File: src/rtl/cpuPkg.sv
`default_nettype none

package cpuPkg;

    // ----------------------------------------------------------------------
    // word and field widths
    // ----------------------------------------------------------------------
    localparam int dataWidth   = 16;
    localparam int addrWidth   = 6;
    localparam int opcodeWidth = 6;
    localparam int modeWidth   = 4;

    // ----------------------------------------------------------------------
    // instruction set
    // ----------------------------------------------------------------------
    localparam logic [opcodeWidth-1:0] opNop = 6'd0;
    localparam logic [opcodeWidth-1:0] opLda = 6'd1;
    localparam logic [opcodeWidth-1:0] opSta = 6'd2;
    localparam logic [opcodeWidth-1:0] opAdd = 6'd3;
    localparam logic [opcodeWidth-1:0] opSub = 6'd4;
    localparam logic [opcodeWidth-1:0] opAnd = 6'd5;
    localparam logic [opcodeWidth-1:0] opJmp = 6'd6;
    localparam logic [opcodeWidth-1:0] opJz  = 6'd7;
    localparam logic [opcodeWidth-1:0] opHlt = 6'd63;

    // addressing modes, anything above indirect is undefined
    localparam logic [modeWidth-1:0] amImplied   = 4'd0;
    localparam logic [modeWidth-1:0] amImmediate = 4'd1;
    localparam logic [modeWidth-1:0] amDirect    = 4'd2;
    localparam logic [modeWidth-1:0] amIndirect  = 4'd3;

    // the field order matches the bit order of the instruction word
    typedef struct packed {
        logic [opcodeWidth-1:0] opcode;
        logic [modeWidth-1:0]   mode;
        logic [addrWidth-1:0]   field;
    } decodedInstr;

    typedef enum logic [1:0] {
        aluPass = 2'd0,
        aluAdd  = 2'd1,
        aluSub  = 2'd2,
        aluAnd  = 2'd3
    } aluOp;

    // one cycle worth of datapath control
    typedef struct packed {
        logic fetch;
        logic loadMar;
        logic marFromMemory;
        logic readOperand;
        logic operandFromMemory;
        logic loadAcc;
        aluOp aluSel;
        logic writeMem;
        logic loadPc;
        logic pcFromMar;
        logic halted;
    } controlWord;

    typedef struct packed {
        logic [addrWidth-1:0] addr;
        logic                 read;
        logic                 write;
        logic [dataWidth-1:0] wdata;
    } memRequest;

endpackage

`default_nettype wire

File: src/rtl/timingPkg.sv
`default_nettype none

package timingPkg;

    // time states inside a phase, the counter wraps after T6
    typedef enum logic [2:0] {
        T0 = 3'd0,
        T1 = 3'd1,
        T2 = 3'd2,
        T3 = 3'd3,
        T4 = 3'd4,
        T5 = 3'd5,
        T6 = 3'd6
    } timeState;

    // every instruction runs an address phase and then an instruction phase
    typedef enum logic {
        ADDRESS     = 1'b0,
        INSTRUCTION = 1'b1
    } phaseMode;

endpackage

`default_nettype wire
File: src/rtl/controlUnit.sv
`timescale 1ns/100ps
`default_nettype none

module controlUnit
    import cpuPkg::*;
    import timingPkg::*;
(
    input  phaseMode                    mode,
    input  timingPkg::timeState         timeState,
    input  wire logic [opcodeWidth-1:0] opcode,
    input  wire logic [modeWidth-1:0]   addrMode,
    input  wire logic                   accZero,
    output controlWord                  ctrl,
    output logic                        noAddressing,
    output logic                        endAddressing,
    output logic                        getInstruction
);

    logic memOperand;
    aluOp opAlu;

    // direct and indirect modes leave the operand address in the MAR
    assign memOperand = (addrMode == amDirect) || (addrMode == amIndirect);

    always_comb begin
        case (opcode)
            opAdd:   opAlu = aluAdd;
            opSub:   opAlu = aluSub;
            opAnd:   opAlu = aluAnd;
            default: opAlu = aluPass;
        endcase
    end

    // ----------------------------------------------------------------------
    // microsequence table
    // ----------------------------------------------------------------------
    always_comb begin
        ctrl          = '0;
        ctrl.aluSel   = aluPass;
        noAddressing  = 1'b0;
        endAddressing = 1'b0;

        if (mode == ADDRESS) begin
            // every addressing mode resolves in a single step
            if (timeState == T0) begin
                case (addrMode)
                    amDirect: begin
                        ctrl.loadMar  = 1'b1;
                        endAddressing = 1'b1;
                    end
                    amIndirect: begin
                        // the pointer word sits at the field address
                        ctrl.loadMar       = 1'b1;
                        ctrl.marFromMemory = 1'b1;
                        endAddressing      = 1'b1;
                    end
                    default: noAddressing = 1'b1;
                endcase
            end
        end else begin
            case (opcode)
                opLda, opAdd, opSub, opAnd: begin
                    if (timeState == T0) begin
                        ctrl.loadAcc           = 1'b1;
                        ctrl.readOperand       = memOperand;
                        ctrl.operandFromMemory = memOperand;
                        ctrl.aluSel            = opAlu;
                    end else if (timeState == T1) begin
                        ctrl.fetch = 1'b1;
                    end
                end
                opSta: begin
                    // a store needs an address, implied and immediate write nothing
                    if (timeState == T0) begin
                        ctrl.writeMem = memOperand;
                    end else if (timeState == T1) begin
                        ctrl.fetch = 1'b1;
                    end
                end
                opJmp: begin
                    if (timeState == T0) begin
                        ctrl.loadPc    = 1'b1;
                        ctrl.pcFromMar = memOperand;
                    end else if (timeState == T1) begin
                        ctrl.fetch = 1'b1;
                    end
                end
                opJz: begin
                    if (timeState == T0) begin
                        ctrl.loadPc    = accZero;
                        ctrl.pcFromMar = memOperand;
                    end else if (timeState == T1) begin
                        ctrl.fetch = 1'b1;
                    end
                end
                opHlt: begin
                    // no fetch, the time state just keeps wrapping
                    ctrl.halted = 1'b1;
                end
                default: begin
                    // NOP and anything the decoder turned into one
                    if (timeState == T0) begin
                        ctrl.fetch = 1'b1;
                    end
                end
            endcase
        end

        getInstruction = ctrl.fetch;
    end

    // the single memory port cannot store and fetch in the same cycle
    noWriteOnFetch: assert final (ctrl.writeMem !== 1'b1 || ctrl.fetch !== 1'b1);

endmodule

`default_nettype wire

File: src/rtl/cpuTop.sv
`timescale 1ns/100ps
`default_nettype none

module cpuTop
    import cpuPkg::*;
    import timingPkg::*;
(
    input  wire logic                 clk,
    input  wire logic                 nrst,
    input  wire logic [dataWidth-1:0] memRdata,
    input  wire logic                 memReady,
    output memRequest                 memReq,
    output logic                      halted
);

    decodedInstr            decoded;
    controlWord             ctrl;
    phaseMode               phase;
    timingPkg::timeState    tState;
    logic [opcodeWidth-1:0] currentOpcode;
    logic [modeWidth-1:0]   currentMode;
    logic                   noAddressing;
    logic                   endAddressing;
    logic                   getInstruction;
    logic                   accZero;

    // the decoder watches the read data all the time, it only matters on a fetch
    instructionDecoder decoder (
        .instrWord (memRdata),
        .decoded   (decoded)
    );

    stateMachine sequencer (
        .clk            (clk),
        .nrst           (nrst),
        .noAddressing   (noAddressing),
        .getInstruction (getInstruction),
        .endAddressing  (endAddressing),
        .enableFFs      (memReady),
        .decodedOpcode  (decoded.opcode),
        .decodedMode    (decoded.mode),
        .currentOpcode  (currentOpcode),
        .currentMode    (currentMode),
        .timeState      (tState),
        .mode           (phase)
    );

    controlUnit control (
        .mode           (phase),
        .timeState      (tState),
        .opcode         (currentOpcode),
        .addrMode       (currentMode),
        .accZero        (accZero),
        .ctrl           (ctrl),
        .noAddressing   (noAddressing),
        .endAddressing  (endAddressing),
        .getInstruction (getInstruction)
    );

    datapath dp (
        .clk      (clk),
        .nrst     (nrst),
        .enable   (memReady),
        .ctrl     (ctrl),
        .field    (decoded.field),
        .memRdata (memRdata),
        .memReq   (memReq),
        .accZero  (accZero)
    );

    assign halted = ctrl.halted;

endmodule

`default_nettype wire

File: src/rtl/datapath.sv
`timescale 1ns/100ps
`default_nettype none

module datapath
    import cpuPkg::*;
(
    input  wire logic                 clk,
    input  wire logic                 nrst,
    input  wire logic                 enable,
    input  controlWord                ctrl,
    input  wire logic [addrWidth-1:0] field,
    input  wire logic [dataWidth-1:0] memRdata,
    output memRequest                 memReq,
    output logic                      accZero
);

    logic [addrWidth-1:0] pc;
    logic [addrWidth-1:0] mar;
    logic [addrWidth-1:0] fieldReg;
    logic [dataWidth-1:0] acc;
    logic [dataWidth-1:0] operand;
    logic [dataWidth-1:0] aluResult;

    // ----------------------------------------------------------------------
    // operand select and ALU
    // ----------------------------------------------------------------------
    assign operand = ctrl.operandFromMemory ? memRdata : dataWidth'(fieldReg);

    // results wrap at the word width
    always_comb begin
        case (ctrl.aluSel)
            aluAdd:  aluResult = acc + operand;
            aluSub:  aluResult = acc - operand;
            aluAnd:  aluResult = acc & operand;
            default: aluResult = operand;
        endcase
    end

    assign accZero = (acc == '0);

    // ----------------------------------------------------------------------
    // registers, all frozen while the memory is not ready
    // ----------------------------------------------------------------------
    always_ff @(posedge clk, negedge nrst) begin
        if (!nrst) begin
            pc       <= '0;
            mar      <= '0;
            fieldReg <= '0;
            acc      <= '0;
        end else if (enable) begin
            if (ctrl.fetch) begin
                pc       <= pc + addrWidth'(1);
                fieldReg <= field;
            end else if (ctrl.loadPc) begin
                pc <= ctrl.pcFromMar ? mar : fieldReg;
            end
            if (ctrl.loadMar) begin
                // for indirect mode the low bits of the pointer word are the address
                mar <= ctrl.marFromMemory ? memRdata[addrWidth-1:0] : fieldReg;
            end
            if (ctrl.loadAcc) begin
                acc <= aluResult;
            end
        end
    end

    // ----------------------------------------------------------------------
    // memory request, built from registered state only
    // ----------------------------------------------------------------------
    always_comb begin
        if (ctrl.fetch) begin
            memReq.addr = pc;
        end else if (ctrl.marFromMemory) begin
            memReq.addr = fieldReg;
        end else begin
            memReq.addr = mar;
        end
        memReq.read  = ctrl.fetch || ctrl.readOperand || ctrl.marFromMemory;
        memReq.write = ctrl.writeMem;
        memReq.wdata = acc;
    end

    readWriteExclusive: assert property (@(posedge clk) disable iff (!nrst)
        !(memReq.read && memReq.write));

    // a stall must leave the request untouched for the memory
    stableWhileStalled: assert property (@(posedge clk) disable iff (!nrst)
        !enable |=> $stable(memReq));

endmodule

`default_nettype wire

File: src/rtl/instructionDecoder.sv
`timescale 1ns/100ps
`default_nettype none

module instructionDecoder
    import cpuPkg::*;
(
    input  wire logic [dataWidth-1:0] instrWord,
    output decodedInstr               decoded
);

    decodedInstr rawFields;

    // the packed struct follows the word layout, so a cast splits it
    assign rawFields = decodedInstr'(instrWord);

    always_comb begin
        decoded = rawFields;

        // unknown opcodes fall back to NOP so the CPU just moves on
        case (rawFields.opcode)
            opNop, opLda, opSta, opAdd, opSub, opAnd, opJmp, opJz, opHlt: ;
            default: decoded.opcode = opNop;
        endcase

        // unknown modes behave as implied, no memory access for the operand
        if (rawFields.mode > amIndirect) begin
            decoded.mode = amImplied;
        end
    end

endmodule

`default_nettype wire

File: src/rtl/stateMachine.sv
`timescale 1ns/100ps
`default_nettype none

module stateMachine
    import cpuPkg::*;
    import timingPkg::*;
(
    input  wire logic                   clk,
    input  wire logic                   nrst,
    input  wire logic                   noAddressing,
    input  wire logic                   getInstruction,
    input  wire logic                   endAddressing,
    input  wire logic                   enableFFs,
    input  wire logic [opcodeWidth-1:0] decodedOpcode,
    input  wire logic [modeWidth-1:0]   decodedMode,
    output logic [opcodeWidth-1:0]      currentOpcode,
    output logic [modeWidth-1:0]        currentMode,
    output timingPkg::timeState         timeState,
    output phaseMode                    mode
);

    phaseMode               nextMode;
    timingPkg::timeState    nextTime;
    logic [opcodeWidth-1:0] nextOpcode;
    logic [modeWidth-1:0]   nextAddrMode;

    // ----------------------------------------------------------------------
    // phase and time state sequencing
    // ----------------------------------------------------------------------
    always_comb begin
        nextMode = mode;
        nextTime = timeState;

        if (endAddressing || noAddressing) begin
            // addressing is done, start executing
            nextMode = INSTRUCTION;
            nextTime = T0;
        end else if (getInstruction) begin
            // the next instruction has been fetched
            nextMode = ADDRESS;
            nextTime = T0;
        end else begin
            case (timeState)
                T0:      nextTime = T1;
                T1:      nextTime = T2;
                T2:      nextTime = T3;
                T3:      nextTime = T4;
                T4:      nextTime = T5;
                T5:      nextTime = T6;
                default: nextTime = T0;
            endcase
        end

        // a stalled memory freezes the whole sequence
        if (!enableFFs) begin
            nextMode = mode;
            nextTime = timeState;
        end
    end

    // the opcode and mode are only captured together with a fetch
    always_comb begin
        nextOpcode   = currentOpcode;
        nextAddrMode = currentMode;
        if (getInstruction && enableFFs) begin
            nextOpcode   = decodedOpcode;
            nextAddrMode = decodedMode;
        end
    end

    always_ff @(posedge clk, negedge nrst) begin
        if (!nrst) begin
            mode      <= ADDRESS;
            timeState <= T0;
        end else begin
            mode      <= nextMode;
            timeState <= nextTime;
        end
    end

    // reset looks like a NOP so the first cycles fetch from address 0
    always_ff @(posedge clk, negedge nrst) begin
        if (!nrst) begin
            currentOpcode <= opNop;
            currentMode   <= amImplied;
        end else begin
            currentOpcode <= nextOpcode;
            currentMode   <= nextAddrMode;
        end
    end

    // ----------------------------------------------------------------------
    // checks on the strobes coming from the control unit
    // ----------------------------------------------------------------------
    exclusiveEnd: assert property (@(posedge clk) disable iff (!nrst)
        !(noAddressing && endAddressing));

    fetchInInstruction: assert property (@(posedge clk) disable iff (!nrst)
        getInstruction |-> mode == INSTRUCTION);

endmodule

`default_nettype wire

File: config.mk
export PLATFORM = sky130hd
export DESIGN_NAME = cpuTop
export DESIGN_NICKNAME = d
export VERILOG_FILES = /design/src/rtl/cpuPkg.sv /design/src/rtl/timingPkg.sv /design/src/rtl/controlUnit.sv /design/src/rtl/cpuTop.sv /design/src/rtl/datapath.sv /design/src/rtl/instructionDecoder.sv /design/src/rtl/stateMachine.sv
export SDC_FILE = /design/constraint.sdc
export NUM_CORES = 1
export LEC_CHECK = 0
export BUFFER_PORTS_ARGS = -buffer_cell sky130_fd_sc_hd__buf_4
export CELL_PAD_IN_SITES_DETAIL_PLACEMENT = 1
export CELL_PAD_IN_SITES_GLOBAL_PLACEMENT = 1
export CORE_UTILIZATION = 40
export DETAILED_ROUTE_END_ITERATION = 12
export PLACE_DENSITY = 0.76
export SYNTH_ARGS = -nofsm -noshare
export SYNTH_HDL_FRONTEND = slang
export SYNTH_SLANG_ARGS = --single-unit
File: constraint.sdc
create_clock -name clk -period 10.9 [get_ports clk]
set_clock_uncertainty 0.05 [all_clocks]
set_input_delay 2.18 -clock clk [delete_from_list [all_inputs] [get_ports clk]]
set_output_delay 2.18 -clock clk [all_outputs]
set_load 0.03 [all_outputs]
**After elaboration in Yosys (flattened, before gate mapping)**

Cells that the tools add are included.
Widths: inputs -> output; s select.

- Reduce and logical (&&, ||, !) cells: 19
- Magnitude comparators: 1
- $add $sub $neg: 3
- Mux-type cells: 39
- Bitwise gates (word level): 1
- Eq/ne operators: 26

Operators by type and width:

| cell | number |
|---|---|
| $eq 6x3->1 const B | 8 |
| $pmux 16 s3 | 1 |
| $mux 6 | 7 |
| $eq 6x2->1 const B | 4 |
| $pmux 3 s6 | 1 |
| $add 16x16->16 | 1 |
| $and 16x16->16 | 1 |
| $logic_not 16->1 | 1 |
| $mux 1 | 16 |
| $mux 16 | 1 |
| $sub 16x16->16 | 1 |
| $eq 6x1->1 const B | 2 |
| $eq 6x6->1 const B | 2 |
| $mux 5 | 2 |
| $reduce_and 2->1 | 5 |
| $mux 9 | 1 |
| $reduce_or 9->1 | 1 |
| $eq 4x2->1 const B | 2 |
| $mux 2 | 4 |
| $reduce_or 7->1 | 1 |
| $add 6x1->6 const B | 1 |
| $eq 3x2->1 const B | 2 |
| $eq 3x3->1 const B | 2 |
| $logic_not 6->1 | 1 |
| 15 further kinds | 21 |

- Input bits: 19
- Flip-flop bits (word level): 48
- Logic and storage cells: 97

**Longest topological paths before layout**

- Depth in word-level cells: 8
- Depth in mapped cells: 19
- Gate-level depth less buffers: 17

**Modules after synthesis**

Synthesis repeated with hierarchy kept, for this count alone.

- Cells, all modules: 500
- Area, all modules: 4,267.8 um^2

Modules (own cells, without submodules):

| module | cells an instance | times used | area an instance (um^2) |
|---|---|---|---|
| datapath | 402 | 1 | 3,249.4 |
| stateMachine | 43 | 1 | 614.3 |
| controlUnit | 35 | 1 | 252.7 |
| instructionDecoder | 20 | 1 | 151.4 |

**Worst setup path after synthesis**

Ideal clock, no wire load.

- Kind: input-to-reg
- From: in memRdata[3]
- To: reg dp.acc[14]
- Data arrival time: 5,143 ps
- Stages: 15
- Setup time: 131 ps
- Setup slack: 5,575 ps
- Buffers on the path: 0
- Cells stage by stage: or4_1 -> nor4_1 -> mux2i_1 -> or2_2 -> nor3_1 -> o21ai_0 -> o31ai_1 -> a22oi_1 -> ha_1 -> and3_1 -> o211ai_1 -> a41oi_1 -> a21oi_1 -> nor4b_1 -> or3_1

- Cells in the longest elaborated chain, start to end: 3

RTL lines:

| element | line | RTL |
|---|---|---|
| from (decl) | cpuTop.sv:10 | `input wire logic [dataWidth-1:0] memRdata,` |
| $mux 16 * | datapath.sv:27 | `assign operand = ctrl.operandFromMemory ? memRdata : dataWidth'(fieldReg);` |
| $sub 16x16->16 or $add 16x16->16 (tied branches) | datapath.sv:33, datapath.sv:32 |  |
| $pmux 16 s3 * | datapath.sv:31 | `case (ctrl.aluSel)` |
| to (signal assigned) | datapath.sv:62 | `acc <= aluResult;` |
| to (decl) | datapath.sv:20 | `logic [dataWidth-1:0] acc;` |

Mark *: on every way between the ends. The rest lies on a longest branch, timed or not.
A chain may end at the register's enable or synchronous reset.

**Worst setup path in the final report**

- From: in memRdata[3]
- To: reg dp.acc[15]

The elaborated chain is that of the path after synthesis.

==> metrics.txt <==
critical path data arrival time=5710 ps; Final setup viols=0; input/output buffers=43; unrepaired setup endpoints after global routing=false; commonest non-fill, non-tap cell in the layout=nand2_1; share of cells above drive strength 1=0.143; commonest cells after routing, fill and taps aside=nand2_1, o21ai_0, dfrtp_1; DR iter-0 viols=155; Core Region=0.00933 mm²; drt first pass iters=4; area of the die=0.0102 mm²; Flop pwr share=0.270; die span in y=101 µm; relative slew slack=0.288; P_int=616 µW; # DRC=0; period utilization=0.511; kind of critical path=in -> reg; Longest Clk Path Bufs=2; crit path max fanout=10; clock sink count=48; post-CTS setup repair buffer count=0; min Tclk post-route=5570 ps; Sequential Area=0.00120 mm²; Startpoint Class=input port; Mapped Area=0.00390 mm²; Comb pwr share=0.590; IO Count=44; multi-input logic area=0.00254 mm²; # diodes=0; Final Hold Fails=0; synth warn=0; Slew @ Worst Pin=1060 ps; CTS root buffer=clkbuf_8; Setup TNS=0 ps; Vias=3732; clock transition at the registers of the reported paths=110 ps; synth unique cells=56; dpl hpwl=8.45 mm; worst vdd ir=130 µV; Seq/Total Area, Yosys=0.308; Detail Route Antenna Nets=0; status=complete, no violations; initial antenna violation count=0; fmax=180 MHz; MaxCap Viol Count=0; power per cell area=264 mW/mm²; Finished Cell Area=0.00443 mm²; number of global-route vias before repair=3969; hold-fix buffer count after cts=0; Power Total=1170 µW; Slew Limit Fails=0; Final #Nets=550; largest net degree at the start of global routing=49; fillers=1169; H-tree Lvls=2; Vias/cell=5.83; syn avg cell area=8.07 µm²; Starting Density=0.419; Worst Hold Class=reg -> reg; CTS tree=done; syn nets=524; aggregate global routing overflow=0; Total GRT Usage=0.241; CP required=11040 ps; WL final=11.3 mm; drt wl/cell=17.7 µm; first-pass GRT wire length=19.4 mm; chip width=101 µm; Cell Rows=35; Psw=554 µW; gpl congestion=0.893; Clk pwr share=0.140; number of synthesized flops with an enable pin=0; Yosys reg bits=48; PostCTS Resize Cnt=0; Post-synth ARST share=1.00; Sw Ratio=0.473; synthesis-to-finish area growth=13.5%; Top FF cell, synth=dfrtp_1; TritonCTS buffer count=5; Cells after Synth=484; area post-placement=0.00429 mm²; Clock Latency Late Sink=310 ps; static leakage=0.00192 µW; crit end category=flop
registers in the layout, summed over array words and instances (netlist names):
signal / cells
dp.acc: 16
dp.fieldReg: 6
dp.mar: 6
dp.pc: 6
sequencer.currentMode: 4
sequencer.currentOpcode: 6
sequencer.mode: 1
sequencer.timeState: 3
final cells by class:
cell class | instances | share of cell area
Clock buffer | 5 | 0.0155
Clock inverter | 3 | 0.0155
Inverter | 15 | 0.0127
Multi-Input combinational cell | 395 | 0.572
Sequential cell | 48 | 0.271
Tap cell | 129 | 0.0364
Timing Repair Buffer | 45 | 0.0762
layer usage:
metal / track usage / vias to the layer above / wire, µm
met5: 0 / - / 0
met4: 0.0758 / 0 / 222
met3: 0.0340 / 16 / 330
met2: 0.411 / 74 / 5520
met1: 0.314 / 1827 / 5260
li1: - / 1815 / -
kinds of logic (layout without fill, tap and decap cells):
| group | count (synthesis) | after routing | share of synthesized area |
|---|---|---|---|
| and+or+nand+nor | 173 | 173 | 0.214 |
| AOI/OAI and AO/OA | 152 | 152 | 0.243 |
| buffers and inverters | 41 | 68 | 0.0429 |
| xor gates and xnor gates | 21 | 21 | 0.0471 |
| muxes | 28 | 28 | 0.0759 |
| adders and majority gates | 21 | 21 | 0.0692 |
| DFF | 48 | 48 | 0.308 |
stage by stage:
| step | hold WS [ps] | worst slack (ps) | std cells | utilization |
|---|---|---|---|---|
| final | 457 | 5330 | 640 | 0.475 |
| after floorplan | 400 | 5580 | 484 | - |
| after global routing | 499 | 5020 | 640 | 0.475 |
| after global placement | 414 | 5070 | 632 | 0.460 |
| after CTS | 456 | 5310 | 640 | 0.475 |
| after detailed placement | 430 | 4970 | 632 | 0.460 |
power groups by stage:
stage          clock, µW  sequential [µW]  combinational [µW]
3_5_place_dp           0              319                 689
3_3_place_gp           0              314                 659
5_1_grt              173              329                 775
4_1_cts              166              316                 693
6_report             164              315                 690
2_1_floorplan          0              300                 523
critical path, stage by stage:
cell	delay, ps
buf_4	130
or4_1	570
nor4_1	320
mux2i_1	250
and2_1	340
xor2_1	220
ha_1	320
or2_2	320
a21oi_1	160
a21oi_1	120
a211o_1	330
a31oi_1	230
xnor2_1	150
o21ai_1	70
cells in the mapped netlist, drive strengths merged, types with 6 or more instances:
cell type | count | area (µm²)
nor3 | 17 | 90.1
a21oi | 40 | 200
nor4 | 7 | 43.8
nand2b | 8 | 50.1
or3 | 8 | 50.1
nor2 | 33 | 124
nand2 | 66 | 248
xnor2 | 14 | 123
a22oi | 11 | 87.6
dfrtp | 48 | 1200
mux2 | 13 | 146
xor2 | 7 | 61.3
o22ai | 10 | 62.6
o21ai | 50 | 250
and2 | 7 | 43.8
buf | 6 | 36.3
mux2i | 15 | 150
inv | 15 | 56.3
ha | 20 | 250
clkbuf | 20 | 75.1
final timing paths:
kind | start | endpoint | slack (ps) | cells past startpoint
max | memRdata[3] | dp.acc[15] | 5330 | 14
min | sequencer.currentMode[0] | sequencer.currentMode[0] | 460 | 2
max reg2reg | sequencer.timeState[1] | dp.acc[15] | 5920 | 15
min reg2reg | sequencer.currentMode[0] | sequencer.currentMode[0] | 460 | 2
max in group asynchronous | nrst | sequencer.timeState[0] | 8520 | 1
min in group asynchronous | nrst | sequencer.currentMode[0] | 1850 | 1
Power figures use the tool's default switching activity.
